<file path="src/fbuf_params.svh">
// ------------------------------
// Frame buffer sizes
// ------------------------------
`ifndef FBUF_PARAMS_SVH
`define FBUF_PARAMS_SVH

// Byte side of the RAM
`define FBUF_BYTE_W      8
`define FBUF_BYTE_AW     10
`define FBUF_BYTE_DEPTH  1024

// Word side, two bytes per word
`define FBUF_WORD_W      16
`define FBUF_WORD_AW     9
`define FBUF_WORD_DEPTH  512

// Fill and word counts, wide enough for 1024
`define FBUF_CNT_W       11

`endif
</file>
<file path="src/fbuf_pkg.sv">
// ------------------------------
// Frame buffer types
// ------------------------------
`include "fbuf_params.svh"

package fbuf_pkg;

  // Addresses on the two RAM ports
  typedef logic [`FBUF_BYTE_AW-1:0] byte_addr_t;
  typedef logic [`FBUF_WORD_AW-1:0] word_addr_t;

  // Data word on the 16-bit side
  typedef logic [`FBUF_WORD_W-1:0] word_t;

  // Fill count and scan length
  typedef logic [`FBUF_CNT_W-1:0] count_t;

  // Scan controller states
  typedef enum logic [1:0] {
    SCAN_IDLE  = 2'd0,
    SCAN_ISSUE = 2'd1,
    SCAN_DRAIN = 2'd2,
    SCAN_DONE  = 2'd3
  } scan_state_e;

endpackage

</file>
<file path="src/byte_loader.sv">
// ------------------------------
// Byte loader
// ------------------------------
`include "fbuf_params.svh"

module byte_loader import fbuf_pkg::*; (
  input  logic                    sys_clk,
  input  logic                    reset,
  input  logic                    byte_valid,
  input  logic [`FBUF_BYTE_W-1:0] byte_data,
  input  logic                    load_clear,
  // RAM port A
  output logic                    we_a,
  output byte_addr_t              addr_a,
  output logic [`FBUF_BYTE_W-1:0] data_a,
  // Fill status
  output count_t                  bytes_loaded,
  output logic                    full
);

  byte_addr_t ptr_q;
  count_t     fill_q;

  // Full once every byte has been written
  assign full = (fill_q == count_t'(`FBUF_BYTE_DEPTH));

  // Write straight at the pointer, dropped when full or clearing
  assign we_a   = byte_valid && !full && !load_clear;
  assign addr_a = ptr_q;
  assign data_a = byte_data;

  always_ff @(posedge sys_clk) begin
    if (reset) begin
      ptr_q  <= '0;
      fill_q <= '0;
    end else if (load_clear) begin
      // Clear wins over a byte in the same cycle
      ptr_q  <= '0;
      fill_q <= '0;
    end else if (we_a) begin
      ptr_q  <= ptr_q + byte_addr_t'(1);
      fill_q <= fill_q + count_t'(1);
    end
  end

  assign bytes_loaded = fill_q;

endmodule

</file>
<file path="config.mk">
export PLATFORM = sky130hd
export DESIGN_NAME = byte_loader
export DESIGN_NICKNAME = d
export VERILOG_FILES = /design/src/fbuf_pkg.sv /design/src/byte_loader.sv
export VERILOG_INCLUDE_DIRS = /design/src
export SDC_FILE = /design/constraint.sdc
export NUM_CORES = 1
export LEC_CHECK = 0
export ABC_AREA = 0
export BUFFER_PORTS_ARGS = -buffer_cell sky130_fd_sc_hd__buf_4
export CORE_ASPECT_RATIO = 2
export CORE_MARGIN = 2
export CORE_UTILIZATION = 43
export CTS_BUF_LIST = sky130_fd_sc_hd__clkbuf_4 sky130_fd_sc_hd__clkbuf_8 sky130_fd_sc_hd__clkbuf_16
export DETAILED_ROUTE_END_ITERATION = 10
export PLACE_DENSITY = 0.8
export SYNTH_ARGS = -nofsm -noshare
export SYNTH_HDL_FRONTEND = slang
export SYNTH_SLANG_ARGS = --single-unit
</file>
<file path="constraint.sdc">
create_clock -name sys_clk -period 1.9 [get_ports sys_clk]
set_clock_uncertainty 0.15 [all_clocks]
set_input_delay 0.19 -clock sys_clk [delete_from_list [all_inputs] [get_ports sys_clk]]
set_output_delay 0.19 -clock sys_clk [all_outputs]
set_load 0.02 [all_outputs]
</file>
# Word-level counts from Yosys, hierarchy flattened
# Index checks and enable logic that the tools add are counted.
# totals
reg_bits,21
output_inout_bits,31
wordCells,10
# op_classes
addsub,2
n_eq_ne,1
n_reduce_logical,5
# ops
op,n
$add 11x1->11 const B,1
$eq 11x11->1 const B,1
$add 10x1->10 const B,1
$logic_and 1x1->1,2
$logic_not 1->1,2
$reduce_or 2->1,1

# Depth between registers and ports, before layout
# logic_depth
ltp_word,4
ltp_mapped,7
ltp_nobuf,6

# Worst setup path before layout
# Ideal clock, no wire load.
# synth_path
path_type,reg2reg
from,"register fill_q[0], in the netlist bytes_loaded[0]"
to,"register fill_q[9], in the netlist bytes_loaded[9]"
setup_time_ps,70
arrival_time_ps,1838
required_ps,1680
path_slack_ps,-157
path_stages_with_launch,7
period_less_slack_ps,2057
path_cell_list,dfxtp_1 -> inv_1 -> ha_1 -> and2b_2 -> a31o_2 -> or4_1 -> a21oi_1
# synth_via
elab_chain_len,4
word_cells_on_any_way,5
# synth_lines
element,line,source
start: declaration,byte_loader.sv:22,count_t fill_q;
start signal: assignment,byte_loader.sv:42,fill_q <= fill_q + count_t'(1);
"parallel branches: the longest is 4 deep, another holds $add 11x1->11",-,
# Parallel ways; which one is timed is not known.
# A chain may end at the register's enable or synchronous reset.

# Worst setup path after layout
# layout_path
from,"register fill_q[1], in the netlist bytes_loaded[1]"
to,output we_a
# layout_via
elab_chain_len,4
# layout_lines
element,line,source
$eq 11x11->1,byte_loader.sv:25,assign full = (fill_q == count_t'(`FBUF_BYTE_DEPTH));
$logic_not 1->1,byte_loader.sv:28,assign we_a = byte_valid && !full && !load_clear;
$logic_and 1x1->1 (2 in a row),byte_loader.sv:28,
end: declaration,byte_loader.sv:13,"output logic we_a,"
# Every way passes these cells.

==> flow_summary.yaml <==
floorplanning:
  coreArea_um2: 2537
  ioPinCount: 43
  fp.dieW_um: 40.25
  dieArea_um2: 3078
  die_h_um: 76.49
  rows: 26
  start_util: 0.4453
detailed_routing:
  ant_nets: 0
  drt_iter0_drc: 23
  num_vias: 1083
  drt-vias-per-instance: 5.730
  wire_per_inst_um: 14.68
  dr.pass1.iters: 4
  drc: 0
  finalWirelength_um: 2774
critical_path:
  critical_path_class: "reg2out"
  critPathTopFamily: "flip-flops"
  endpoint_kind: "output pin"
  path_buf_inv: 3
  required_ps: 1560
  critPathMostFrequentCell: "buf_6"
  cp.depth: 7
  crit_chain: "inv_4, ha_4, and2b_2, a31o_4, buf_6, nor2_4, buf_6"
  max_stage_delay_ps: 360
  crit_path_max_fanout: 5
  slowest_stage: "dfxtp_4"
  startpoint_type: "flop"
  rr_worst_depth: 8
  critPathArrivalTime_ps: 1580
power_and_ir_drop:
  switching_share: 0.2377
  power_leakage_nw: 0.6097
  clock_power_share: 0.378
  p_comb_frac: 0.092
  p_int_w: 0.0006388
  power_switching_w: 0.0001991
  p_seq_frac: 0.530
  p_per_area_nw_per_um2: 565.1
  vdd_ir_drop_max_v: 0.0003877
outcome:
  outcome: "finished with violations"
  violations: "negative setup slack"
sta:
  worstMarginPinSlew_ps: 389.1
  rsz0062_at_grt: "yes"
  finalCriticalPeriod_ps: 1917
  hold_viol: 0
  max_slew_margin: 0.7406
  setup_ws_ps: -17.21
  final_max_slew_viol_count: 0
  setup_viol: 1
  clock.fmax_mhz: 521.6
  fin_crit_sh: 1.009
placement:
  port_buffers: 26
  dp_worst_setup_slack_ps: 17.86
  place_area_um2: 1341
  dpl.hpwl_um: 1970
  gp_congestion: 0.7624
finish:
  layout_commonest_cell: "buf_4"
  n_fill_cell: 234
  seqCellArea_um2: 427.9
  syn2layout_area_growth_pct: 31.23
  drive_gt1_frac: 0.3913
  final_nets: 177
  multi_input_area_um2: 664.4
  fin_area_um2: 1483
  final_cell_mix: "36 x buf_4, 19 x dfxtp_1, 15 x nor2_1, 13 x nand2_1, 7 x nand3_1"
  diodes: 0
clocking:
  numCtsBuffers: 3
  cts_tree: "done"
  root_buffer: "clkbuf_8"
  clk_pin_slew_ps: 80
  clk_latency_ps: 270
  cts.sinks: 21
  hold_buffers: 0
  clockBufferDepth: 2
  htreeDepth: 1
synthesis:
  synthTopCellsByArea: "dfxtp_1 37%, buf_4 5.3%, nor2_1 5.3%, xnor2_1 4.7%, nand2_1 4.3%"
  ys_ff_latch: 21
  synth_fp_nets: 146
  ys_seq_area_frac: 0.3721
  netlist_instances: 131
  synth_area_um2: 1130
  yosys.cell_types.count: 37
  synth_top_area_cell: "dfxtp_1"
  synth_top_area_share: 0.3721
  yosysWarnings: 0
  syn_area_per_cell_um2: 8.625
global_routing:
  grt_max_degree: 19
  antenna_found_initial: 0
  grt_overflow: 0
  first_global_vias: 1024
  gr-usage-all-layers: 0.1956
  grt_pass1_wl_um: 4464
min_path:
  min_path_cells: 3
  hp-class: "in2reg"
flow_run:
  cap_violations: 0
[through the flow]
stage	utilization	hold slack, ps	total power, W	setup TNS (ps)	instances
CTS	0.5720	65.74	0.0008436	-13.76	187
global placement	0.5286	230.1	0.0005188	0	182
floorplan	-	216.0	0.0005203	0	131
global route	0.5843	70.84	0.0008599	-96.80	189
finish	0.5843	56.94	0.0008379	-17.21	189
detailed placement	0.5286	230.1	0.0005209	0	182
[path summary, 6_finish.rpt]
check | slack, ps | to | start
setup / recovery | -20 | we_a | bytes_loaded[1]
hold / removal | 60 | addr_a[7] | reset
setup reg to reg | 30 | addr_a[9] | bytes_loaded[1]
hold reg to reg | 350 | addr_a[7] | addr_a[7]
[cell usage after synthesis (all sizes together)]
| cell type | number |
|---|---|
| dfxtp | 21 |
| o31ai | 3 |
| and2b | 1 |
| a41o | 2 |
| clkbuf | 2 |
| or4 | 1 |
| nor4b | 1 |
| nand3 | 8 |
| or2 | 1 |
| a21oi | 7 |
| nand2 | 13 |
| o211ai | 1 |
| nor3 | 3 |
| xor2 | 2 |
| o21ai | 2 |
| a31oi | 3 |
| mux2i | 1 |
| nor4 | 3 |
| a311oi | 1 |
| and3 | 1 |
| or3 | 5 |
| ha | 3 |
| inv | 3 |
| nand4 | 3 |
| nor2 | 16 |
| a31o | 5 |
| and4 | 1 |
| nand2b | 1 |
| buf | 10 |
| xnor2 | 6 |
| and4b | 1 |
[per-layer routing]
metal / vias to the layer above / global-route usage / wire [um]
li1: 526 / - / -
met5: - / 0 / 0
met1: 525 / 0.2169 / 1031
met4: 0 / 0.1100 / 72
met3: 7 / 0.01166 / 98
met2: 25 / 0.3339 / 1572
[sequential cells by signal (all words and copies together), names as in the netlist]
name	count
addr_a	10
bytes_loaded	11
[area by class of cell]
type                       count  share of cell area
clock buffer                   4             0.03291
inverter                       3            0.009283
multi-input combinational     95              0.4481
sequential                    21              0.2886
tap                           28             0.02363
timing repair buffer          38              0.1975
[cell families after synthesis]
kind of cell | after synthesis | synth area share
fa+ha+maj | 3 | 0.03323
mux | 1 | 0.008860
simple gates | 59 | 0.2780
xor+xnor | 8 | 0.06202
compound gates | 24 | 0.1528
buf+inv | 15 | 0.09301
flops | 21 | 0.3721
[power groups by stage]
stage               Sequential, W  Clock (W)  Combinational, W
CTS                      0.000444   0.000323         0.0000768
global route             0.000444   0.000332         0.0000837
detailed placement       0.000454          0         0.0000670
global placement         0.000454          0         0.0000652
floorplan                0.000459          0         0.0000614
finish                   0.000444   0.000317         0.0000774
[what timing repair did]
item | 4_1_cts | 5_1_grt
setup buffers | 1 | 2
pin swaps | 1 | 3
endpoints found under the setup margin | 2 | 4
gates resized for setup | 11 | 4
[worst register-to-register path: cells and delay by family, from the launching register on]
family	cells	cell delay [ps]
adders and majority gates	1	140
DFF	1	360
and+or+nand+nor	1	210
buffers and inverters	3	380
AOI/OAI and AO/OA	3	510
No activity file was read; power rests on OpenSTA's default activity.
