**src/fbuf_params.svh**
```systemverilog
// ------------------------------
// Frame buffer sizes
// ------------------------------
`ifndef FBUF_PARAMS_SVH
`define FBUF_PARAMS_SVH

// Byte side of the RAM
`define FBUF_BYTE_W      8
`define FBUF_BYTE_AW     10
`define FBUF_BYTE_DEPTH  1024

// Word side, two bytes per word
`define FBUF_WORD_W      16
`define FBUF_WORD_AW     9
`define FBUF_WORD_DEPTH  512

// Fill and word counts, wide enough for 1024
`define FBUF_CNT_W       11

`endif
```
**src/fbuf_pkg.sv**
```systemverilog
// ------------------------------
// Frame buffer types
// ------------------------------
`include "fbuf_params.svh"

package fbuf_pkg;

  // Addresses on the two RAM ports
  typedef logic [`FBUF_BYTE_AW-1:0] byte_addr_t;
  typedef logic [`FBUF_WORD_AW-1:0] word_addr_t;

  // Data word on the 16-bit side
  typedef logic [`FBUF_WORD_W-1:0] word_t;

  // Fill count and scan length
  typedef logic [`FBUF_CNT_W-1:0] count_t;

  // Scan controller states
  typedef enum logic [1:0] {
    SCAN_IDLE  = 2'd0,
    SCAN_ISSUE = 2'd1,
    SCAN_DRAIN = 2'd2,
    SCAN_DONE  = 2'd3
  } scan_state_e;

endpackage

```
**src/fbuf_if.sv**
```systemverilog
// ------------------------------
// Scan control bus
// ------------------------------
interface scan_if import fbuf_pkg::*; ();

  // Controller to streamer
  // One-cycle start of a read burst
  logic       go;
  // First word address and word count, sampled with go
  word_addr_t base;
  count_t     count;

  // Streamer to controller
  // High in the cycle the last read goes out
  logic       issue_end;
  // No read left in the pipeline
  logic       idle;

  modport ctrl (
    output go,
    output base,
    output count,
    input  issue_end,
    input  idle
  );

  modport stream (
    input  go,
    input  base,
    input  count,
    output issue_end,
    output idle
  );

endinterface

```
**src/frame_ctrl.sv**
```systemverilog
// ------------------------------
// Scan controller
// ------------------------------
`include "fbuf_params.svh"

module frame_ctrl import fbuf_pkg::*; (
  input  logic       sys_clk,
  input  logic       reset,
  // Scan request
  input  logic       start,
  input  word_addr_t base_word,
  input  count_t     word_count,
  // Streamer control
  scan_if.ctrl       scan,
  // Checksum and status
  output logic       sum_clear,
  output logic       busy,
  output logic       done
);

  scan_state_e state_q;
  scan_state_e state_d;
  word_addr_t  base_q;
  count_t      count_q;
  logic        go_q;
  logic        accept;

  // Start only counts when idle
  assign accept = (state_q == SCAN_IDLE) && start;

  // ------------------------------
  // Next state
  // ------------------------------
  always_comb begin
    state_d = state_q;
    case (state_q)
      SCAN_IDLE: begin
        if (start) begin
          state_d = SCAN_ISSUE;
        end
      end
      SCAN_ISSUE: begin
        // Empty scan has nothing to wait for
        if (count_q == '0) begin
          state_d = SCAN_DONE;
        end else if (scan.issue_end) begin
          state_d = SCAN_DRAIN;
        end
      end
      SCAN_DRAIN: begin
        if (scan.idle) begin
          state_d = SCAN_DONE;
        end
      end
      default: state_d = SCAN_IDLE;
    endcase
  end

  always_ff @(posedge sys_clk) begin
    if (reset) begin
      state_q <= SCAN_IDLE;
      go_q    <= 1'b0;
    end else begin
      state_q <= state_d;
      // Burst only for a nonzero count
      go_q    <= accept && (word_count != '0);
    end
  end

  // Request held for the streamer to sample on go
  always_ff @(posedge sys_clk) begin
    if (accept) begin
      base_q  <= base_word;
      count_q <= word_count;
    end
  end

  assign scan.go    = go_q;
  assign scan.base  = base_q;
  assign scan.count = count_q;

  // Status
  assign sum_clear = accept;
  assign busy      = (state_q != SCAN_IDLE);
  assign done      = (state_q == SCAN_DONE);

endmodule

```
**src/flat_wrapper.sv**
```systemverilog
// flat-port wrapper written by rule: the top's interface ports become plain ports
module frame_ctrl_flat import fbuf_pkg::*;
  (sys_clk, reset, start, base_word, word_count, sum_clear, busy, done, scan_go, scan_base, scan_count, scan_issue_end, scan_idle);
  scan_if scan_i ();
  input  logic sys_clk;
  input  logic reset;
  input  logic start;
  input  word_addr_t base_word;
  input  count_t word_count;
  output logic sum_clear;
  output logic busy;
  output logic done;
  output wire logic [$bits(scan_i.go)-1:0] scan_go;
  output wire logic [$bits(scan_i.base)-1:0] scan_base;
  output wire logic [$bits(scan_i.count)-1:0] scan_count;
  input wire logic [$bits(scan_i.issue_end)-1:0] scan_issue_end;
  input wire logic [$bits(scan_i.idle)-1:0] scan_idle;
  assign scan_go = scan_i.go;
  assign scan_base = scan_i.base;
  assign scan_count = scan_i.count;
  assign scan_i.issue_end = scan_issue_end;
  assign scan_i.idle = scan_idle;
  frame_ctrl u_core (.sys_clk(sys_clk), .reset(reset), .start(start), .base_word(base_word), .word_count(word_count), .scan(scan_i), .sum_clear(sum_clear), .busy(busy), .done(done));
endmodule
```
**config.mk**
```make
export PLATFORM = sky130hd
export DESIGN_NAME = frame_ctrl_flat
export DESIGN_NICKNAME = d
export VERILOG_FILES = /design/src/fbuf_pkg.sv /design/src/fbuf_if.sv /design/src/frame_ctrl.sv /design/src/flat_wrapper.sv
export VERILOG_INCLUDE_DIRS = /design/src
export SDC_FILE = /design/constraint.sdc
export NUM_CORES = 1
export LEC_CHECK = 0
export ABC_CLOCK_PERIOD_IN_PS = 3550
export BUFFER_PORTS_ARGS = -buffer_cell sky130_fd_sc_hd__buf_2
export CAP_MARGIN = 20
export CORE_ASPECT_RATIO = 0.75
export CORE_MARGIN = 3
export CORE_UTILIZATION = 45
export DETAILED_ROUTE_END_ITERATION = 12
export HOLD_SLACK_MARGIN = 0.02
export PLACE_DENSITY = 0.85
export SLEW_MARGIN = 20
export SYNTH_ARGS = -nofsm -noshare
export SYNTH_HDL_FRONTEND = slang
export SYNTH_SLANG_ARGS = --single-unit
```
**constraint.sdc**
```tcl
create_clock -name sys_clk -period 3.55 [get_ports sys_clk]
set_clock_uncertainty 0.1 [all_clocks]
set_input_delay 0.1775 -clock sys_clk [delete_from_list [all_inputs] [get_ports sys_clk]]
set_output_delay 0.1775 -clock sys_clk [all_outputs]
set_load 0.05 [all_outputs]
```
After elaboration in Yosys (flattened, before gate mapping)
Index checks and enable logic that the tools add are counted.

word-level totals
  bits in registers = 23
  input bits = 25
  output and inout port bits = 24
  word-level logic and storage cells = 22

operators by class
  equal/unequal tests = 6
  multiplexer cells = 5
  reductions and logical operators = 7

operator list
  operator            number
  $logic_not 11->1    1
  $reduce_bool 11->1  1
  $mux 2              4
  $pmux 2 s3          1
  $eq 2x2->1 const B  2
  $ne 2x2->1 const B  2
  $ne 3x2->1 const B  1
  $reduce_and 3->1    1
  $eq 2x1->1 const B  1
  $logic_and 1x1->1   2
  $logic_not 2->1     1
  $reduce_bool 2->1   1

Longest topological paths before layout
  depth after elaboration = 3
  gate-level depth with buffers = 6
  depth with buffers taken out = 6

Worst setup path after synthesis
No wires, ideal clock.

  path type = reg-to-reg
  from = reg u_core.count_q[3] (netlist: u_core.scan.count[3])
  to = reg u_core.state_q[1]
  setup time = 0.119 ns
  data arrival time = 1.799 ns
  required time = 3.331 ns
  path slack = 1.532 ns
  stages on the path, launching flop included = 5
  path buffers = 0
  cell sequence = edfxtp_1 > or4_4 > o311a_1 > o21ai_0 > a21oi_1

between the ends
  cells in the longest elaborated chain, start to end = 3
  elaborated cells on any way between the ends = 5

ends and longest elaborated chain
  element                                                          line              RTL
  from (decl)                                                      frame_ctrl.sv:24  count_t count_q;
  from (signal assigned)                                           frame_ctrl.sv:74  count_q <= word_count;
  $logic_not 11->1 (*)                                             frame_ctrl.sv:44  if (count_q == '0) begin
  $ne 3x2->1 (no line) / $mux 2 (equally long branches)            n/a
  $reduce_and 3->1 (no line) / $pmux 2 s3 (equally long branches)  n/a
  to (signal assigned)                                             frame_ctrl.sv:64  state_q <= state_d;
  to (decl)                                                        frame_ctrl.sv:21  scan_state_e state_q;

Every way passes the cells marked *; elsewhere a longest branch is shown, timed or not.
A chain may end at the register's enable or synchronous reset.

Worst setup path in the final report
  from = reg u_core.state_q[0]
  to = out sum_clear

between the ends
  cells in the longest elaborated chain, start to end = 2

ends and longest elaborated chain
  element            line                RTL
  $logic_not 2->1    frame_ctrl.sv:29    assign accept = (state_q == SCAN_IDLE) && start;
  $logic_and 1x1->1  frame_ctrl.sv:29
  to (decl)          flat_wrapper.sv:10  output logic sum_clear;

Every way passes these cells.

==> results.md <==
- Maximum vdd drop: 0.728 mV
- Critical path data arrival time: 2.11 ns
- Layout cells sized above 1: 44.1%
- Gr ovfl total: 0
- DRT antenna net count: 0
- Detailed Route Iter0 Violations: 23
- Worst skew pair latency: 0.32 ns
- Vias in the first global route: 843
- Pwr dens: 763 nW/um^2
- First-pass GRT wire length: 4.57 mm
- CP Data Required Time: 3.27 ns
- Register area share after synthesis: 73.4%
- WS Path Type: register to output port
- CP Max Fanout: 21
- HPWL Detailed: 1.54 mm
- Commonest non-fill, non-tap cells in the layout: buf_2 (48), dlygate4sd3_1 (21), edfxtp_1 (20)
- Highest Signal Layer: met4
- CTS Buffer Depth: 2
- Setup Buffers After CTS: 0
- Max-slew headroom: 49.2%
- CTS tree: yes
- Dpl cell area: 1170 um^2
- Routed met2 length: 1.61 mm
- Initial antenna violation count: 0
- Startpoint types: register
- Final Power: 0.00107 W
- WL met1: 999 um
- IO Port Bufs: 48
- CTS Buf Count: 3
- Commonest non-fill, non-tap cell in the layout: buf_2
- Hold WC Path Type: input port to register
- Per-cell routed wire length: 19.9 um
- # IOs: 49
- RSZ-0062 raised after global routing: no
- CTS clk-pin slew, worst paths: 0.13 ns
- TNS Setup: 0 ns
- Tot GR Track Use: 26.2%
- Synth warn: 0
- Leak: 0.604 nW
- Row count: 13
- Starting density of the core: 49.8%
- Die width: 57.6 um
- Cell area after layout: 1400 um^2
- Die height: 44.7 um
- DRC: 0
- Crit end category: output port
- Drt first pass iters: 4
- Syn avg cell area: 16.7 um^2
- MaxCap Viol Count: 0
- Final Max Slew Viols: 0
- Ant. Diodes: 0
- Wire length on met3: 219 um
- Worst-Margin Slew: 0.762 ns
- Detailed Route WL: 2.97 mm
- #FFs+latches synth: 23
- Final period util: 67.4%
- Post-CTS resize count: 0
- Largest net degree at the start of global routing: 22
- Post-synth cell types: 21
- Via/cell ratio: 5.26
- Die area: 2580 um^2
- H-Tree Depth: 1
- Placeable Area: 1810 um^2
- Syn Std Cell Area: 900 um^2
- CTS root buffer: clkbuf_4
- Syn Nets: 83
- Status: complete, no violations
- Cells after Synth: 54
- Fin crit period: 2.39 ns
- Vias: 783
- Routability Congestion: 0.899
- Area delta synth->final: 56.1%
- Final hold viol count: 0
- Sink Count: 23
- Max frequency: 418 MHz
- Final setup vio count: 0
- # nets final: 157
flip-flops by register name, indices dropped and copies added, names as in the netlist:
| register | cells |
|---|---|
| u_core.scan.base | 9 |
| u_core.state_q | 2 |
| u_core.scan.count | 11 |
| u_core.scan.go | 1 |
report_power, final:
group | switching [W] | total [W] | internal (W)
sequential | 0.0000375 | 0.000420 | 0.000382
clock | 0.0000788 | 0.000123 | 0.0000441
combinational | 0.000400 | 0.000528 | 0.000128
total | 0.000517 | 0.00107 | 0.000554
per-layer routing:
layer	global-route usage [%]	vias up
met5	0	-
met4	19.0	0
met3	6.29	16
met1	26.9	363
met2	47.3	49
li1	-	355
worst max-delay path, stage by stage, from the launching register on:
cell	delay (ns)
dfxtp_1	0.37
inv_1	0.12
ha_1	0.20
nand2_1	0.11
inv_1	0.58
buf_2	0.40
path summary, 6_finish.rpt:
kind	depth (start not counted)	slack [ns]	to	start
max	5	1.16	sum_clear	u_core.state_q[0]
min	3	0.09	u_core.scan.go	start
max reg2reg	4	1.51	u_core.state_q[0]	u_core.scan.count[5]
min reg2reg	2	0.49	u_core.state_q[1]	u_core.state_q[1]
kinds of logic (layout without fill, tap and decap cells):
kind of cell	count (synthesis)	count (layout)	share of synthesized area, %
buf+inv	7	80	2.92
fa+ha+maj	4	4	5.56
compound gates	10	10	10.9
simple gates	10	10	7.23
flops	23	23	73.4
final cells by class:
cell class	instances	area, um^2
inverter	7	26.3
tap	22	27.5
sequential	23	661
timing repair buffer	69	450
multi-input combinational	24	213
clock buffer	4	26.3
fill	101	402
what timing repair did:
action / in CTS / in global routing
hold buffers: 21 / 0
endpoints found under the setup margin: 0 / 0
endpoints found under the hold margin: 23 / 0
synthesized netlist by cell type:
cell,number,share of area [%]
a21oi_1,2,1.1
a311oi_1,1,0.97
dfxtp_1,3,6.7
edfxtp_1,20,67
ha_1,4,5.6
inv_1,7,2.9
nand2_1,1,0.42
nand3_1,1,0.56
nand4b_1,1,0.97
nor2_1,1,0.42
nor3_1,1,0.56
nor4_1,2,1.4
o21ai_0,2,1.1
o22a_2,1,1.1
o22ai_1,1,0.70
o311a_1,1,1.1
o311ai_4,1,2.9
o41ai_2,1,1.8
or3_2,1,0.83
or4_1,1,0.83
or4_4,1,1.3
stage by stage:
| step | setup WS [ns] | util (%) | instances | hold WS (ns) |
|---|---|---|---|---|
| after global routing | 1.06 | 77.8 | 149 | 0.0629 |
| after global placement | 1.73 | 64.7 | 124 | 0.255 |
| after detailed placement | 1.64 | 64.7 | 124 | 0.256 |
| after floorplan | 1.53 | - | 54 | 0.147 |
| final | 1.16 | 77.8 | 149 | 0.0929 |
| after CTS | 1.29 | 77.8 | 149 | 0.0445 |
Note: power is estimated with default switching activity, not from simulation.
