**config.mk**
```make
export PLATFORM = sky130hd
export DESIGN_NAME = word_checksum
export DESIGN_NICKNAME = d
export VERILOG_FILES = /design/src/fbuf_pkg.sv /design/src/word_checksum.sv
export VERILOG_INCLUDE_DIRS = /design/src
export SDC_FILE = /design/constraint.sdc
export NUM_CORES = 1
export LEC_CHECK = 0
export BUFFER_PORTS_ARGS = -buffer_cell sky130_fd_sc_hd__buf_2
export CAP_MARGIN = 20
export CELL_PAD_IN_SITES_DETAIL_PLACEMENT = 1
export CELL_PAD_IN_SITES_GLOBAL_PLACEMENT = 2
export CORE_ASPECT_RATIO = 0.7
export CORE_UTILIZATION = 30
export CTS_CLUSTER_DIAMETER = 60
export DETAILED_ROUTE_END_ITERATION = 10
export GPL_TIMING_DRIVEN = 0
export PLACE_DENSITY = 0.78
export SETUP_SLACK_MARGIN = 0.05
export SLEW_MARGIN = 40
export SYNTH_ARGS = -nofsm -noshare
export SYNTH_HDL_FRONTEND = slang
export SYNTH_SLANG_ARGS = --single-unit
```
**constraint.sdc**
```tcl
create_clock -name sys_clk -period 2.6 [get_ports sys_clk]
set_input_delay 0.52 -clock sys_clk [delete_from_list [all_inputs] [get_ports sys_clk]]
set_output_delay 0.52 -clock sys_clk [all_outputs]
set_load 0.05 [all_outputs]
```
**src/fbuf_params.svh**
```systemverilog
// ------------------------------
// Frame buffer sizes
// ------------------------------
`ifndef FBUF_PARAMS_SVH
`define FBUF_PARAMS_SVH

// Byte side of the RAM
`define FBUF_BYTE_W      8
`define FBUF_BYTE_AW     10
`define FBUF_BYTE_DEPTH  1024

// Word side, two bytes per word
`define FBUF_WORD_W      16
`define FBUF_WORD_AW     9
`define FBUF_WORD_DEPTH  512

// Fill and word counts, wide enough for 1024
`define FBUF_CNT_W       11

`endif
```
**src/fbuf_pkg.sv**
```systemverilog
// ------------------------------
// Frame buffer types
// ------------------------------
`include "fbuf_params.svh"

package fbuf_pkg;

  // Addresses on the two RAM ports
  typedef logic [`FBUF_BYTE_AW-1:0] byte_addr_t;
  typedef logic [`FBUF_WORD_AW-1:0] word_addr_t;

  // Data word on the 16-bit side
  typedef logic [`FBUF_WORD_W-1:0] word_t;

  // Fill count and scan length
  typedef logic [`FBUF_CNT_W-1:0] count_t;

  // Scan controller states
  typedef enum logic [1:0] {
    SCAN_IDLE  = 2'd0,
    SCAN_ISSUE = 2'd1,
    SCAN_DRAIN = 2'd2,
    SCAN_DONE  = 2'd3
  } scan_state_e;

endpackage

```
**src/word_checksum.sv**
```systemverilog
// ------------------------------
// Word checksum
// ------------------------------
`include "fbuf_params.svh"

module word_checksum import fbuf_pkg::*; (
  input  logic  sys_clk,
  input  logic  reset,
  // Start of a new scan
  input  logic  sum_clear,
  // Streamed words
  input  logic  out_valid,
  input  word_t out_word,
  output word_t checksum
);

  // Running sum, carry out dropped
  logic [`FBUF_WORD_W-1:0] sum_q;

  // ------------------------------
  // Accumulator
  // ------------------------------
  always_ff @(posedge sys_clk) begin
    if (reset) begin
      sum_q <= '0;
    end else if (sum_clear) begin
      sum_q <= '0;
    end else if (out_valid) begin
      // Modulo 65536 by width
      sum_q <= sum_q + out_word;
    end
  end

  // Holds once the stream ends
  assign checksum = sum_q;

endmodule

```
**Word level (Yosys, flattened, before mapping)**

Index checks and enable logic that the tools add are counted.

- Reduce and logical (&&, ||, !) cells: 1
- Add/subtract/negate cells: 1

Operators with widths:

| kind | count |
|---|---|
| 16-bit adder | 1 |
| 2-bit OR reduction | 1 |

- Output and inout bits: 16
- Flip-flop bits (word level): 16
- Logic and storage cells: 3

**Logic depth before layout (Yosys ltp)**

Gate-level depths: netlist of the first run.

- Depth in word-level cells: 1
- Mapped depth: 8

**Worst setup path before layout of the first run**

OpenSTA, ideal clock, no wires.

- Path type: register to register
- Start: register sum_q[0], in the netlist checksum[0]
- End: register sum_q[12], in the netlist checksum[12]
- Buffers on the path: 0
- Arrival: 2.237 ns
- Path slack: 0.301 ns
- Data required time: 2.538 ns
- Setup time: 0.062 ns
- Stages on the path, launching flop included: 9
- Period minus slack after synthesis: 2.299 ns
- Cells stage by stage: dfxtp_1 > ha_1 > fa_1 > a21oi_1 > o21ai_1 > a221oi_2 > o21ai_1 > a211o_1 > nand3_1

- Word-level cells in the longest chain between the ends: 1

RTL lines:

| item | RTL line | text |
|---|---|---|
| start, declared | word_checksum.sv:18 | `` logic [`FBUF_WORD_W-1:0] sum_q; `` |
| start signal, assigned | word_checksum.sv:30 | `sum_q <= sum_q + out_word;` |
| 16-bit adder | word_checksum.sv:30 |  |

No other way between the ends.
A chain may end at the register's enable or synchronous reset.

**Worst setup path in the final report of the first run**

- Start: input port out_word[0]
- End: register sum_q[12], in the netlist checksum[12]

- Word-level cells in the longest chain between the ends: 1

RTL lines:

| item | RTL line | text |
|---|---|---|
| start, declared | word_checksum.sv:13 | `input word_t out_word,` |
| 16-bit adder | word_checksum.sv:30 |  |

No other way between the ends.

==> results.md, run 1 <==
* Status: completed
* Min Clock Period, post-route at 2.43 ns
* Synth top area share at roughly a quarter
* Post-synth EDFFs at 0
* Slowest library cell on the worst path: fa_1
* PortBufs at 35
* Layout Nets at 230
* Final Util at 39.7%
* Yosys cell types at 45
* Pwr Total at 0.000742 W
* Final hold vios at 0
* Pwr/cell area at 456 mW/mm^2
* Antenna violations before repair at 0
* Post-cts resize count at 0
* Die H at 57.7 microns
* DR iter-0 viols at 84
* Crit-path max cell delay at 0.43 ns
* Final ANT Viol Nets at 0
* # setup viols final at 0
* H-tree depth at 1
* Pin count of the biggest net entering global routing at 11
* Worst slew margin at 57.8%
* Layout fillers at roughly 530
* RSZ-0062 raised after global routing: no
* Vias in the first global route at ~1300
* CP max FO at 3
* WL/cell at 14.7 microns
* Largest register FFs at 16
* Detailed Place HPWL at between 2 and 3 mm
* Total track usage at 17.3%
* Static leakage at 0.807 nW
* Gate Count Post-Synth at 154
* Pin slew with the least headroom to its limit at 0.634 ns
* Worst setup SP type: primary input
* CP endpoint kind: flop
* Mean Syn Cell Area at 8.64 sq um
* Ys flop type: dfxtp_1
* CP Buf/Inv Count at 1
* Final Wtd Congestion at approximately 0.80
* Leading cell types by count after synthesis: 19 x nor2_1, 16 x dfxtp_1, 15 x ha_1
* Postcts setup bufs at 0
* # IOs at 36
* Most frequent cell after synthesis: nor2_1
* Peak supply drop at approximately 0.17 mV
* Die X at 81.6 microns
* DR vias at 1282
* Global-route wire length before repair at 6.17 mm
* Root Buffer: clkbuf_8
* First drt pass iteration count at 4
* Synth async-reset ratio at 0%
* Layout area overhead at 22.2%
* Total wire length at 3.61 mm
* Synth warnings at 0
* Max Cap Viol at 0
* Synth top area cells: dfxtp_1 24%, ha_1 14%, mux2i_1 6.0%, nor2_1 5.4%, a21oi_1 3.4%
* Post-synth top area cell: dfxtp_1
* CTS tree: yes
* CTS Buf Count at 3
* DR DRC count at 0
* Grt ovf at 0
* Req. time, crit path at 2.80 ns
* Vias per inst at 5.23
* Syn nets at 190
* Clock-pin slew on the worst setup and hold paths at 0.07 ns
* Clock latency on the worst-skew pair at 0.26 ns
* Sequential share of the synthesized area at 24.1%
* Max Freq at 411 MHz
* Max clock buf depth at 2
* Starting Density at 32.5%
* Arrival time at the worst endpoint at 2.63 ns
* Final max-slew violation count at 0
* Share of cells above drive strength 1 at between 20% and 30%
* Core area at 0.00409 sq mm
* Hold buffers post-CTS at 0
* Most used cell, CP: o21ai_1
* Critical setup path kind: primary input to flop
* Critical path cell sequence: buf_2 > ha_1 > fa_1 > a21oi_1 > o21ai_1 > a221oi_2 > o21ai_1 > a211o_1 > nand3_1
* Synthesized cell area at approximately 0.0013 sq mm
* Min Hold Slack at roughly 0.49 ns
* FP Rows at 19
* Top Family by Delay on Critical Path: compound AO/OA/AOI/OAI gates
* Diodes inserted at 0
* Tcrit/Tclk final at between 90% and 100%
* Die area at between 0.004 and 0.005 sq mm
* Clock sink total at 16
* Final Skew at 0.00180 ns
* Register bit total from synthesis at 16
* Min-Delay Path Class: flop to flop
## stage by stage
stage / cells / TNS [ns] / setup WS, ns / instance area, sq um
global route: 245 / 0 / 0.0842 / 1630
floorplan: 154 / 0 / 0.301 / 1330
detailed placement: 241 / -0.0786 / -0.0582 / 1570
global placement: 241 / -0.0536 / -0.0536 / 1570
CTS: 245 / 0 / 0.193 / 1630
finish: 245 / 0 / 0.169 / 1630
## path summary, 6_finish.rpt
path	from	endpoint	slack (ns)	cells past startpoint
worst min register to register	checksum[10]	checksum[10]	0.49	2
worst max register to register	checksum[0]	checksum[12]	0.22	8
worst min-delay path	checksum[10]	checksum[10]	0.49	2
worst max-delay path	out_word[0]	checksum[12]	0.17	9
## metal layers
metal  routed length, microns  global-route usage (%)  vias up
met5                        0                       0        -
met4                       49                    4.26        0
met3                      137                    3.94        6
met2                     1510                    26.4       23
met1                     1910                    24.6      600
li1                         -                       -      653
## cell families (layout without fill, tap and decap cells)
logic type | count (synthesis) | after routing | synth area share (%)
AND/OR/NAND/NOR | 52 | 52 | 19.7
AO/OA/AOI/OAI | 46 | 46 | 25.7
adder cells (fa/ha/maj) | 16 | 16 | 15.6
flip-flops | 16 | 16 | 24.1
XOR/XNOR | 9 | 9 | 5.93
multiplexers | 8 | 8 | 6.02
buffers and inverters | 7 | 46 | 3.01
## layout make-up
| cell class | count | area [sq um] | share of cell area (%) |
|---|---|---|---|
| Buffer | 5 | 31.3 | 1.92 |
| Clock buffer | 4 | 55.1 | 3.39 |
| Inverter | 2 | 8.76 | 0.539 |
| Multi-Input combinational cell | 131 | 970 | 59.7 |
| Sequential cell | 16 | 320 | 19.7 |
| Tap cell | 52 | 65.1 | 4.00 |
| Timing Repair Buffer | 35 | 175 | 10.8 |
## report_power, final
group | total (W) | leakage [nW] | internal, W | switching (W)
logic | 0.000240 | 0.647 | 0.0000900 | 0.000150
registers | 0.000266 | 0.130 | 0.000257 | 0.00000931
clock network | 0.000235 | 0.0288 | 0.000135 | 0.000100
## placed cells by master, fill, tap and decap left out, drive strengths merged
master / count
nor3: 3
fa: 1
o21a: 4
inv: 1
a211o: 2
xor2: 4
or3: 1
dfxtp: 16
a32oi: 1
o211ai: 3
a21oi: 10
buf: 39
clkbuf: 5
ha: 15
nand4: 2
xnor2: 5
a211oi: 3
a21o: 5
nor4: 2
o211a: 2
nand2: 11
clkinv: 1
or2: 1
a221oi: 2
and3: 4
nand3: 8
a31oi: 2
o21ai: 8
o31a: 1
mux2i: 8
nor3b: 1
o31ai: 1
nor2: 19
o21bai: 2
## worst min-delay path: cells and delay by family, from the launching register on
family          cells  cell delay (ns)
compound gates      1             0.06
flops               1             0.33
simple gates        1             0.05
No activity file was read; power rests on OpenSTA's default activity.
==> run 2: changes to the inputs <==
- CORE_UTILIZATION: 30 -> 32
- PLACE_DENSITY: 0.78 -> 0.83
- clock period: 2.6 -> 2.86 ns (I/O delays scaled with it)
==> results.md, run 2 (same netlist as run 1, synthesis figures left out) <==
* Hold path depth at 2
* Worst slew margin at 53.4%
* RSZ-0062 raised after global routing: no
* # IOs at 36
* Global-route wire length before repair at 6.25 mm
* Setup TNS at 0 ns
* DR iter-0 viols at 32
* Grt ovf at 0
* PnR worst setup slack at 0.390 ns
* Min Clock Period, post-route at between 2 and 2.5 ns
* PortBufs at 35
* Total track usage at 18.3%
* # setup viols final at 0
* Pin slew with the least headroom to its limit at 0.699 ns
* Pin count of the biggest net entering global routing at 11
* CP endpoint kind: flop
* Layout fillers at between 500 and 600
* Seq. cell area at 320 sq um
* Core area at 0.00395 sq mm
* Worst reg2reg setup slack at 0.49 ns
* Largest register FFs at 16
* Final Wtd Congestion at about 0.79
* RR Endpoint: checksum[12]
* DR vias at 1298
* Pwr Total at 0.000642 W
* Clock-pin slew on the worst setup and hold paths at 0.07 ns
* Pwr/cell area at 398 mW/mm^2
* Root Buffer: clkbuf_8
* DR DRC count at 0
* CP max FO at 3
* Clock latency on the worst-skew pair at 0.25 ns
* Crit-path max cell delay at 0.43 ns
* Final hold vios at 0
* Max clock buf depth at 2
* Most used cell, CP: o21ai_1
* Placed insts at 241
* Hold buffers post-CTS at 0
* Max Cap Viol at 0
* Clock sink total at 16
* Most frequent cells in the layout: 36 x buf_2, 19 x nor2_1, 16 x dfxtp_1
* Final ANT Viol Nets at 0
* FP Rows at 19
* Share of cells above drive strength 1 at 28.1%
* Vias in the first global route at 1344
* Final Util at 40.8%
* CTS Buf Count at 3
* Final max-slew violation count at 0
* Slowest library cell on the worst path: fa_1
* Min-Delay Path Class: flop to flop
* Max Freq at a little over 400 MHz
* Place WS at 0.145 ns
* Non-Filler Instances at roughly 240
* Hold path endpoint: checksum[13]
* Final Skew at ~0.0013 ns
* Worst reg2reg path depth at 8
* Critical setup path kind: primary input to flop
* Vias per inst at 5.32
* Antenna violations before repair at 0
* Static leakage at approximately 0.8 nW
* Layout area overhead at 21.2%
* Post-cts resize count at 0
* First drt pass iteration count at 4
* CTS tree: yes
* Tcrit/Tclk final at 86.4%
* Detailed Place HPWL at a little over 3 mm
* Die H at around 56 microns
* Arrival time at the worst endpoint at 2.67 ns
* Commonest non-fill, non-tap cell in the layout: buf_2
* Peak supply drop at 0.171 mV
* Total wire length at 3.76 mm
* Hold Path Origin: checksum[13]
* Postcts setup bufs at 0
* Layout Nets at 230
* Status: completed
* Starting Density at 33.7%
* Req. time, crit path at about 3.1 ns
* Worst setup SP type: primary input
* Worst r2r src: checksum[0]
* Multi-input logic area at around 970 sq um
* Die X at 79.1 microns
* H-tree depth at 1
* Die area at approximately 0.0044 sq mm
* WL/cell at 15.4 microns
* Diodes inserted at 0
* Critical path cell sequence: buf_2 > ha_1 > fa_1 > a21oi_1 > o21ai_1 > a221oi_2 > o21ai_1 > a211o_1 > nand3_1
run 2: cell count changes in the layout (fill, tap and decap cells not counted):
cell / delta
clkbuf_8: -1
run 2: worst max path at each step:
stage / start / endpoint / slack [ns]
floorplan: out_word[0] / checksum[12] / 0.54
global placement: out_word[0] / checksum[12] / 0.17
detailed placement: out_word[0] / checksum[12] / 0.14
CTS: out_word[0] / checksum[12] / 0.39
global route: out_word[0] / checksum[12] / 0.24
finish: out_word[0] / checksum[12] / 0.39
run 2: critical path: cells and delay by family:
kind                     cells  cell delay, ns
AO/OA/AOI/OAI                5            1.25
adder cells (fa/ha/maj)      2            0.67
buffers and inverters        1            0.10
AND/OR/NAND/NOR              1            0.07
run 2: where the power goes:
part | internal [W] | switching [W] | leakage (nW)
Sequential | 0.000234 | 0.00000850 | 0.130
Combinational | 0.0000819 | 0.000139 | 0.647
Clock | 0.0000937 | 0.0000854 | 0.0216
run 2: per-layer routing:
metal,global-route usage (%),part of all wire [%],vias up
met5,0,0,-
met4,3.90,0.77,0
met3,4.10,3.0,4
met2,30.3,47,21
met1,24.4,50,624
li1,-,-,649
run 2: final cells by class:
class / instances / area share (%)
Buffer: 5 / 1.94
Inverter: 2 / 0.543
Clock buffer: 3 / 2.56
Tap cell: 52 / 4.04
Multi-Input combinational cell: 131 / 60.2
Sequential cell: 16 / 19.9
Timing Repair Buffer: 35 / 10.9
run 2: metrics by stage:
step                instance area [sq um]  hold slack [ns]
finish                               1610            0.503
global route                         1610            0.537
CTS                                  1610            0.509
detailed placement                   1570            0.498
global placement                     1570            0.468
floorplan                            1330            0.681
