`config.mk`:
```
export PLATFORM = sky130hd
export DESIGN_NAME = word_streamer_flat
export DESIGN_NICKNAME = d
export VERILOG_FILES = /design/src/fbuf_pkg.sv /design/src/fbuf_if.sv /design/src/word_streamer.sv /design/src/flat_wrapper.sv
export VERILOG_INCLUDE_DIRS = /design/src
export SDC_FILE = /design/constraint.sdc
export NUM_CORES = 1
export LEC_CHECK = 0
export ABC_AREA = 0
export BUFFER_PORTS_ARGS = -buffer_cell sky130_fd_sc_hd__buf_2
export CORE_MARGIN = 10
export CORE_UTILIZATION = 49
export CTS_CLUSTER_SIZE = 14
export DETAILED_ROUTE_END_ITERATION = 8
export GPL_TIMING_DRIVEN = 0
export PLACE_DENSITY = 0.87
export SLEW_MARGIN = 20
export SYNTH_ARGS = -nofsm -noshare
export SYNTH_HDL_FRONTEND = slang
export SYNTH_SLANG_ARGS = --single-unit
export TNS_END_PERCENT = 1
```
`constraint.sdc`:
```
create_clock -name sys_clk -period 2.95 [get_ports sys_clk]
set_input_delay 0.4425 -clock sys_clk [delete_from_list [all_inputs] [get_ports sys_clk]]
set_output_delay 0.4425 -clock sys_clk [all_outputs]
set_load 0.01 [all_outputs]
```
`src/fbuf_params.svh`:
```
// ------------------------------
// Frame buffer sizes
// ------------------------------
`ifndef FBUF_PARAMS_SVH
`define FBUF_PARAMS_SVH

// Byte side of the RAM
`define FBUF_BYTE_W      8
`define FBUF_BYTE_AW     10
`define FBUF_BYTE_DEPTH  1024

// Word side, two bytes per word
`define FBUF_WORD_W      16
`define FBUF_WORD_AW     9
`define FBUF_WORD_DEPTH  512

// Fill and word counts, wide enough for 1024
`define FBUF_CNT_W       11

`endif
```
`src/fbuf_pkg.sv`:
```
// ------------------------------
// Frame buffer types
// ------------------------------
`include "fbuf_params.svh"

package fbuf_pkg;

  // Addresses on the two RAM ports
  typedef logic [`FBUF_BYTE_AW-1:0] byte_addr_t;
  typedef logic [`FBUF_WORD_AW-1:0] word_addr_t;

  // Data word on the 16-bit side
  typedef logic [`FBUF_WORD_W-1:0] word_t;

  // Fill count and scan length
  typedef logic [`FBUF_CNT_W-1:0] count_t;

  // Scan controller states
  typedef enum logic [1:0] {
    SCAN_IDLE  = 2'd0,
    SCAN_ISSUE = 2'd1,
    SCAN_DRAIN = 2'd2,
    SCAN_DONE  = 2'd3
  } scan_state_e;

endpackage

```
`src/fbuf_if.sv`:
```
// ------------------------------
// Scan control bus
// ------------------------------
interface scan_if import fbuf_pkg::*; ();

  // Controller to streamer
  // One-cycle start of a read burst
  logic       go;
  // First word address and word count, sampled with go
  word_addr_t base;
  count_t     count;

  // Streamer to controller
  // High in the cycle the last read goes out
  logic       issue_end;
  // No read left in the pipeline
  logic       idle;

  modport ctrl (
    output go,
    output base,
    output count,
    input  issue_end,
    input  idle
  );

  modport stream (
    input  go,
    input  base,
    input  count,
    output issue_end,
    output idle
  );

endinterface

```
`src/word_streamer.sv`:
```
// ------------------------------
// Word read streamer
// ------------------------------
`include "fbuf_params.svh"

module word_streamer import fbuf_pkg::*; (
  input  logic       sys_clk,
  input  logic       reset,
  scan_if.stream     scan,
  // RAM port B
  output logic       en_b,
  output word_addr_t addr_b,
  input  word_t      q_b,
  // Word stream
  output logic       out_valid,
  output word_t      out_word
);

  // Reads after the first one
  logic       issuing;
  word_addr_t addr_q;
  count_t     remain_q;
  logic       first_rd;
  // Bit 0 lines up with q_b, bit 1 with out_word
  logic [1:0] vld_sr;

  // ------------------------------
  // Address generator
  // ------------------------------
  // First read leaves in the go cycle itself
  assign first_rd = scan.go && (scan.count != '0);
  assign en_b     = first_rd || issuing;
  assign addr_b   = scan.go ? scan.base : addr_q;

  // Last read of the burst
  assign scan.issue_end = scan.go ? (scan.count == count_t'(1))
                                  : (issuing && remain_q == count_t'(1));

  always_ff @(posedge sys_clk) begin
    if (reset) begin
      issuing  <= 1'b0;
      remain_q <= '0;
    end else if (scan.go) begin
      remain_q <= scan.count - count_t'(1);
      issuing  <= (scan.count > count_t'(1));
    end else if (issuing) begin
      remain_q <= remain_q - count_t'(1);
      issuing  <= (remain_q != count_t'(1));
    end
  end

  // Address wraps modulo 512 by width
  always_ff @(posedge sys_clk) begin
    if (en_b) begin
      addr_q <= addr_b + word_addr_t'(1);
    end
  end

  // ------------------------------
  // Read pipeline
  // ------------------------------
  always_ff @(posedge sys_clk) begin
    if (reset) begin
      vld_sr <= '0;
    end else begin
      vld_sr <= {vld_sr[0], en_b};
    end
  end

  // Output register for the RAM data
  always_ff @(posedge sys_clk) begin
    if (vld_sr[0]) begin
      out_word <= q_b;
    end
  end

  assign out_valid = vld_sr[1];

  // Nothing issued and nothing waiting on the RAM
  assign scan.idle = !en_b && !vld_sr[0];

endmodule

```
`src/flat_wrapper.sv`:
```
// flat-port wrapper written by rule: the top's interface ports become plain ports
module word_streamer_flat import fbuf_pkg::*;
  (sys_clk, reset, en_b, addr_b, q_b, out_valid, out_word, scan_go, scan_base, scan_count, scan_issue_end, scan_idle);
  scan_if scan_i ();
  input  logic sys_clk;
  input  logic reset;
  output logic en_b;
  output word_addr_t addr_b;
  input  word_t q_b;
  output logic out_valid;
  output word_t out_word;
  input wire logic [$bits(scan_i.go)-1:0] scan_go;
  input wire logic [$bits(scan_i.base)-1:0] scan_base;
  input wire logic [$bits(scan_i.count)-1:0] scan_count;
  output wire logic [$bits(scan_i.issue_end)-1:0] scan_issue_end;
  output wire logic [$bits(scan_i.idle)-1:0] scan_idle;
  assign scan_i.go = scan_go;
  assign scan_i.base = scan_base;
  assign scan_i.count = scan_count;
  assign scan_issue_end = scan_i.issue_end;
  assign scan_idle = scan_i.idle;
  word_streamer u_core (.sys_clk(sys_clk), .reset(reset), .scan(scan_i), .en_b(en_b), .addr_b(addr_b), .q_b(q_b), .out_valid(out_valid), .out_word(out_word));
endmodule
```
=== Word level (Yosys, flattened, before mapping) ===
Index checks and enable logic that the tools add are counted.

* Eq/ne operators: 3
* Reduce and logical (&&, ||, !) cells: 8
* Mux-type cells: 6
* Add/subtract/negate cells: 3
* $lt $le $gt $ge: 1

{| class="wikitable"
|+ Operator list
! operator !! count
|-
| $eq 11x1->1 const B || 2
|-
| $mux 11 || 2
|-
| $sub 11x1->11 const B || 2
|-
| $gt 11x1->1 const B || 1
|-
| $ne 11x1->1 const B || 1
|-
| $reduce_bool 11->1 || 1
|-
| $add 9x1->9 const B || 1
|-
| $mux 9 || 1
|-
| $logic_and 1x1->1 || 3
|-
| $mux 1 || 3
|-
| $logic_not 1->1 || 2
|-
| $reduce_bool 2->1 || 1
|-
| $logic_or 1x1->1 || 1
|}

* Bits in registers: 39
* Output and inout bits: 29
* Logic and storage cells: 26
* Input port bits: 39

=== Logic depth before layout (Yosys ltp) ===
Gate-level depths: netlist (run 1).

* Word-level depth: 5
* Mapped depth: 7
* Mapped depth without buffers: 6

=== Worst setup path after synthesis (run 1) ===
OpenSTA, ideal clock, no wires.

* Path kind: input-to-output
* Start: input port scan_count[1]
* End: output port scan_idle
* Setup slack: 0.355 ns
* Arrival: 2.153 ns
* Stages: 7
* Data required time: 2.508 ns
* Buffers on the path: 1
* Path through: inv_1 -> ha_1 -> or3b_2 -> clkbuf_1 -> o41ai_1 -> nand2b_1 -> nor2_1

* Word-level cells in the longest chain between the ends: 5

{| class="wikitable"
|+ RTL lines
! element !! RTL line !! source
|-
| from (decl) || flat_wrapper.sv:14 || <nowiki>input wire logic [$bits(scan_i.count)-1:0] scan_count;</nowiki>
|-
| $reduce_bool 11->1 || word_streamer.sv:31 || <nowiki>assign first_rd = scan.go && (scan.count != '0);</nowiki>
|-
| $logic_and 1x1->1 || word_streamer.sv:31 ||
|-
| $logic_or 1x1->1 || word_streamer.sv:32 || <nowiki>assign en_b = first_rd || issuing;</nowiki>
|-
| named net en_b || flat_wrapper.sv:7 || <nowiki>output logic en_b;</nowiki>
|-
| $logic_not 1->1 || word_streamer.sv:80 || <nowiki>assign scan.idle = !en_b && !vld_sr[0];</nowiki>
|-
| $logic_and 1x1->1 || word_streamer.sv:80 ||
|-
| to (decl) || flat_wrapper.sv:16 || <nowiki>output wire logic [$bits(scan_i.idle)-1:0] scan_idle;</nowiki>
|}

The timed path passes the listed nets, and every way through them passes these cells.

=== Worst setup path after layout (run 1) ===
* Start: input port scan_count[0]
* End: output port scan_idle

* Word-level cells in the longest chain between the ends: 5

{| class="wikitable"
|+ RTL lines
! element !! RTL line
|-
| $reduce_bool 11->1 || word_streamer.sv:31
|-
| $logic_and 1x1->1 || word_streamer.sv:31
|-
| $logic_or 1x1->1 || word_streamer.sv:32
|-
| $logic_not 1->1 || word_streamer.sv:80
|-
| $logic_and 1x1->1 || word_streamer.sv:80
|}

Every way passes these cells.

==> results.ini, run 1 <==
[synthesis]
ys_seq_area_share_pct = 52.6
synth_adder_area_share_pct = 3.19
synthMuxAreaShare_pct = 5.49
async_reset_ff_share_pct = 0
synth_compound_area_share_pct = 10.3
synth.avg_cell_area_sq_um = 11.3
synth_edf_count = 25
ys_ff_latch = 39
yosys_most_used_dff = edfxtp_1
synth_cell_types = 45
synth_top_family_by_area = simple AND/OR/NAND/NOR gates
netlist_area_sq_um = 1960
synth_cells = 173
synthSimpleGateAreaFrac_pct = 16.0
synth_fp_nets = 217
synth-xor-area-share_pct = 8.49
synth_warnings = 0

[power_and_ir_drop]
internal_power_uw = 920
power.density_nw_per_um2 = 507
power_switching_uw = 347
p_clk_share_pct = 27.7
seqPwrFrac_pct = 52.7
p_sw_share_pct = 27.4
p_comb_share_pct = 19.6
peakVddDrop_mv = 0.541
power_leakage_nw = 1.02

[clock_network]
root_buffer = clkbuf_8
cts_tree = built
path_clk_slew_ps = 70
cts.hold.buffers_added = 0
cts_buffer_depth = 2
cts.sinks = 39
h-tree-depth = 2
numCtsBuffers = 5
clk_latency_ps = 290

[detailed_routing]
drc = 0
vias = 1618
met2_length_microns = 2650
wl_met1_microns = 1830
drt_pass1_iterations = 4
dr_wl_met3_microns = 219
drt-initial-drc-count = 100
wl_per_cell_microns = 15.7
vias_per_cell = 5.36
maxUsedRoutingLayer = met4
ant_nets = 0
wirelength_microns = 4750

[place]
place_ws_ps = -12.6
routabilityCongestion = 0.795
place_area_sq_um = 2360
hpwl_microns = 3650
port-buffer-count = 67

[floorplan]
die_w_microns = 83.3
ioPinCount = 68
die_h_microns = 83.3
core_sq_um = 3770
die-area_sq_um = 6930
start_util_pct = 52.0
rows = 22

[run]
cap_viol_max_count = 0

[critical_path]
critical_path_arrival_ps = 2280
cp-start-kind = primary input
reg2reg_setup_slack_ps = 1110
required_ps = 2510
critical_path_class = in2out
crit_fanout = 9
critPathCaptureType = primary output

[layout]
drive_above_1_share_pct = 39.8
final_common_cell = buf_2
synthToLayoutAreaGrowth_pct = 27.3
fin_area_sq_um = 2500
antenna_cells = 0
layout_common_cells = buf_2, edfxtp_1, xnor2_1
nets = 297

[timing]
setup_viol = 0
hold_ws_ps = 329
hold_viol = 0
final.setup.worst_slack_ps = 228
slew_viol_final = 0
skew_ps = 8.70
slew_headroom_pct = 53.6
worstMarginPinSlew_ps = 695
max_freq_mhz = 367
grt_setup_unrepaired = false
period_share_pct = 92.3
post-route-min-period_ps = 2720

[global_route]
grt.total_usage_pct = 12.9
grt_pass1_wl_microns = 7470
grt_max_degree = 19
overflow = 0
grt_pass1_vias = 1574
antenna_found_initial = 0

[outcome]
status = finished clean

[hold_path]
hp-class = in2reg

-- layout make-up --
type                            count  area, sq um
Timing Repair Buffer               73          380
Inverter                           10         37.5
Multi-Input combinational cell    115          862
Tap cell                           48         60.1
Clock inverter                      2         12.5
Sequential cell                    39         1030
Buffer                              9         40.0
Clock buffer                        6         72.6
Fill cell                         279         1270
-- cell families (layout without fill, tap and decap cells) --
logic type                 after synthesis  after routing
muxes                                   10             10
AOI/OAI and AO/OA                       27             27
DFF                                     39             39
adders and majority gates                5              5
xor gates and xnor gates                19             19
buffers and inverters                   19            100
and+or+nand+nor                         54             54
-- power groups by stage --
| stage | clock network, mW | logic (mW) | registers (mW) |
|---|---|---|---|
| after floorplan | 0 | 0.144 | 0.680 |
| after global placement | 0 | 0.232 | 0.676 |
| after detailed placement | 0 | 0.239 | 0.679 |
| after CTS | 0.354 | 0.241 | 0.667 |
| after global routing | 0.386 | 0.277 | 0.674 |
| final | 0.351 | 0.249 | 0.667 |
-- worst max-delay path: stages --
cell	delay, ps
buf_2	130
inv_1	60
ha_1	170
or3b_2	440
clkbuf_1	180
o41ai_2	380
nand2b_2	210
nor2_1	120
buf_2	140
-- synthesized netlist by cell type, types with 3 or more instances --
library cell  count  share of area, %
mux2i_1           4               2.0
o21ai_0           5               1.3
dfxtp_1          14                14
ha_1              5               3.2
mux2_2            6               3.4
or4_1             4               1.5
a211oi_1          5               1.9
nor3_1           12               3.1
or3_1             3              0.96
xor2_1            3               1.3
nand2_1           6               1.1
clkbuf_1          5              0.96
edfxtp_1         25                38
xnor2_1          16               7.1
inv_1            10               1.9
nor2_1            6               1.1
nand3_1           4               1.0
-- state kept, by name, indices dropped and copies added, names as in the netlist --
name and cells:
u_core.addr_q 9, u_core.remain_q 11, u_core.vld_sr 2, u_core.issuing 1, u_core.out_word 16
-- metrics by stage --
step | TNS (ps) | util, % | instances | total power [mW]
floorplan | 0 | - | 173 | 0.823
finish | 0 | 66.2 | 302 | 1.27
global placement | 0 | 62.5 | 288 | 0.908
global route | 0 | 66.2 | 302 | 1.34
detailed placement | -12.6 | 62.5 | 288 | 0.918
CTS | 0 | 64.8 | 296 | 1.26
-- routing by layer --
metal | track usage [%] | vias up
li1 | - | 796
met1 | 13.7 | 781
met2 | 24.0 | 37
met3 | 3.22 | 4
met4 | 4.15 | 0
met5 | 0 | -
-- worst paths after layout --
kind / to / depth (start not counted) / start
max: scan_idle / 9 / scan_count[0]
max reg2reg: u_core.issuing / 5 / u_core.remain_q[2]
min: u_core.out_word[9] / 1 / q_b[9]
min reg2reg: u_core.remain_q[3] / 2 / u_core.remain_q[3]
-- timing repair --
action / in CTS / in global routing
gates cloned: 0 / 0
setup endpoints to repair: 1 / 2
pin swaps: 0 / 0
resized for setup: 1 / 1
buffers inserted: 0 / 6
(Power assumes the default switching activity.)
==> inputs of run 2 (changes only) <==
--- a/config.mk
+++ b/config.mk
@@ -8,7 +8,6 @@
 export LEC_CHECK = 0
 export ABC_AREA = 0
 export BUFFER_PORTS_ARGS = -buffer_cell sky130_fd_sc_hd__buf_2
-export CORE_MARGIN = 10
 export CORE_UTILIZATION = 49
 export CTS_CLUSTER_SIZE = 14
 export DETAILED_ROUTE_END_ITERATION = 8
==> constraint.sdc (replaced) <==
create_clock -name sys_clk -period 2.95 [get_ports sys_clk]
set_input_delay 0.4425 -clock sys_clk [delete_from_list [all_inputs] [get_ports sys_clk]]
set_output_delay 0.4425 -clock sys_clk [all_outputs]
set_load 0.05 [all_outputs]
==> results.ini, run 2 (synthesis gave the netlist of run 1 again) <==
[outcome]
status = finished clean

[power_and_ir_drop]
power_switching_uw = 452  ; +30%
peakVddDrop_mv = 0.406  ; -25%
p_sw_share_pct = 31.0  ; +3.6 points
power.density_nw_per_um2 = 584  ; +15%
p_comb_share_pct = 23.0  ; +3.4 points
power_leakage_nw = 1.02  ; -0.47%
p_clk_share_pct = 31.1  ; +3.4 points
total_power_mw = 1.46  ; +15%
internal_power_mw = 1.01  ; +9.4%
seqPwrFrac_pct = 45.8  ; -6.9 points

[timing]
max_freq_mhz = 359  ; -2.2%
slew_viol_final = 0  ; unchanged
post-route-min-period_ps = 2780  ; +61.0 ps
hold_ws_ps = 322  ; -6.53 ps
slew_headroom_pct = 48.0  ; -5.6 points
final.setup.worst_slack_ps = 167  ; -61.0 ps
period_share_pct = 94.3  ; +2.1 points
skew_ps = 3.73  ; -4.97 ps
hold_viol = 0  ; unchanged
setup_viol = 0  ; unchanged
grt_setup_unrepaired = false
worstMarginPinSlew_ps = 779  ; +83.6 ps
tns_ps = 0  ; unchanged

[critical_path]
worst-path-buf-inv = 4  ; unchanged
crit_fanout = 6  ; -3
reg2reg_setup_slack_ps = 1100  ; about the same
cpMaxStageDelayCell = or3b_2
cp_top_family = simple AND/OR/NAND/NOR gates
cp-start-kind = primary input
max_stage_delay_ps = 460  ; +20 ps
critPathCaptureType = primary output
critical_path_arrival_ps = 2340  ; +60 ps
r2r_end = u_core.issuing
r2r_cells = 5  ; unchanged
required_ps = 2510  ; about the same
crit_top_cell = buf_2
path_cells = buf_2 > inv_1 > ha_1 > or3b_2 > clkbuf_1 > o41ai_2 > nand2b_2 > nor2_4 > buf_2
critical_path_class = in2out
timing.rr.start = u_core.remain_q[2]

[global_route]
grt.total_usage_pct = 22.0  ; +9.1 points
grt_max_degree = 19  ; unchanged
grt_pass1_vias = 1570  ; -0.25%
grt_pass1_wl_microns = 7070  ; -5.4%
antenna_found_initial = 0  ; unchanged
overflow = 0  ; unchanged

[layout]
nets = 292  ; -1.7%
fin_area_sq_um = 2500  ; about the same
synthToLayoutAreaGrowth_pct = 27.4  ; about the same
largest_registers = u_core.out_word: 16 flops, u_core.remain_q: 11 flops, u_core.addr_q: 9 flops
drive_above_1_share_pct = 39.4  ; -0.41 points
antenna_cells = 0  ; unchanged
final_common_cell = buf_2
regMostFlops = u_core.out_word
largest_reg_flops = 16  ; unchanged
fillers = 313  ; +12%
layout_common_cells = buf_2, edfxtp_1, xnor2_1

[detailed_routing]
wirelength_microns = 4220  ; -11%
vias = 1585  ; -2.0%
drt_pass1_iterations = 4  ; unchanged
wl_per_cell_microns = 14.2  ; -9.7%
ant_nets = 0  ; unchanged
drc = 0  ; unchanged
vias_per_cell = 5.34  ; -0.39%
drt-initial-drc-count = 115  ; +15%

[clock_network]
cts_tree = built
cts.sinks = 39  ; unchanged
h-tree-depth = 2  ; unchanged
path_clk_slew_ps = 80  ; about the same
root_buffer = clkbuf_8
cts.hold.buffers_added = 0  ; unchanged
numCtsBuffers = 5  ; unchanged
cts_buffer_depth = 2  ; unchanged
clk_latency_ps = 290  ; about the same

[run]
cap_viol_max_count = 0  ; unchanged

[place]
place_area_sq_um = 2370  ; +0.42%
place_ws_ps = -82.4  ; -69.7 ps
hpwl_microns = 3120  ; -14%
port-buffer-count = 67  ; unchanged
routabilityCongestion = 0.820  ; +3.1%

[floorplan]
core_sq_um = 3740  ; -0.73%
rows = 22  ; unchanged
ioPinCount = 68  ; unchanged
start_util_pct = 52.4  ; +0.38 points
die_h_microns = 65.3  ; -22%
die_w_microns = 65.3  ; -22%
die-area_sq_um = 4260  ; -39%

[hold_path]
holdPathEnd = u_core.out_word[8]
min-delay-start = q_b[8]
hp-class = in2reg
hold_depth = 1  ; unchanged

-- run 2: changes by cell type in the layout (fill, tap and decap cells not counted), sizes merged --
cell      before  now
inv           10   11
bufinv         0    1
clkbuf        11   10
buf           77   72
clkinvlp       1    0
-- run 2: through the flow --
step | cells | utilization [%]
after floorplan | 173 | -
after global placement | 288 | 63.2
after detailed placement | 288 | 63.2
after CTS | 297 | 66.5
after global routing | 297 | 66.7
final | 297 | 66.7
-- run 2: repair_timing --
action | 4_1_cts | 5_1_grt
setup buffers | 1 | 0
setup endpoints to repair | 1 | 1
gates resized for setup | 0 | 1
pin swaps | 0 | 0
-- run 2: layout make-up --
cell class,instances,area [sq um],area share (%)
flip-flops and latches,39,1030,41.3
multi-input cells,115,870,34.8
repair buffers,68,343,13.7
clock buffers,5,68.8,2.76
well taps,48,60.1,2.40
clock inverters,3,47.5,1.90
plain buffers,9,40.0,1.60
inverters,10,37.5,1.50
-- run 2: metal layers --
layer / global-route usage [%] / wire length (microns)
met1: 27.6 / 1760
met2: 37.5 / 2200
met3: 4.34 / 181
met4: 7.88 / 78
met5: 0 / 0
-- run 2: worst max path at each step --
stage / slack, ps / from / depth (start not counted) / end
after global placement: -30 / scan_count[0] / 9 / scan_idle
after detailed placement: -80 / scan_count[1] / 9 / scan_idle
after floorplan: 120 / scan_count[1] / 7 / scan_idle
after CTS: 60 / scan_count[1] / 9 / scan_idle
after global routing: 70 / scan_count[1] / 9 / scan_idle
final: 170 / scan_count[1] / 9 / scan_idle
-- run 2: power by group through the flow --
stage	clock network (mW)	logic [mW]	registers, mW
finish	0.454	0.336	0.669
global route	0.486	0.362	0.676
CTS	0.463	0.336	0.668
detailed placement	0	0.332	0.681
global placement	0	0.324	0.677
floorplan	0	0.201	0.718
-- run 2: worst reg2reg max path, cell delays in order, from the launching register on --
cell,delay [ps]
dfxtp_1,370
or4_1,520
buf_2,180
or4_4,440
a21oi_2,150
nor3_1,60
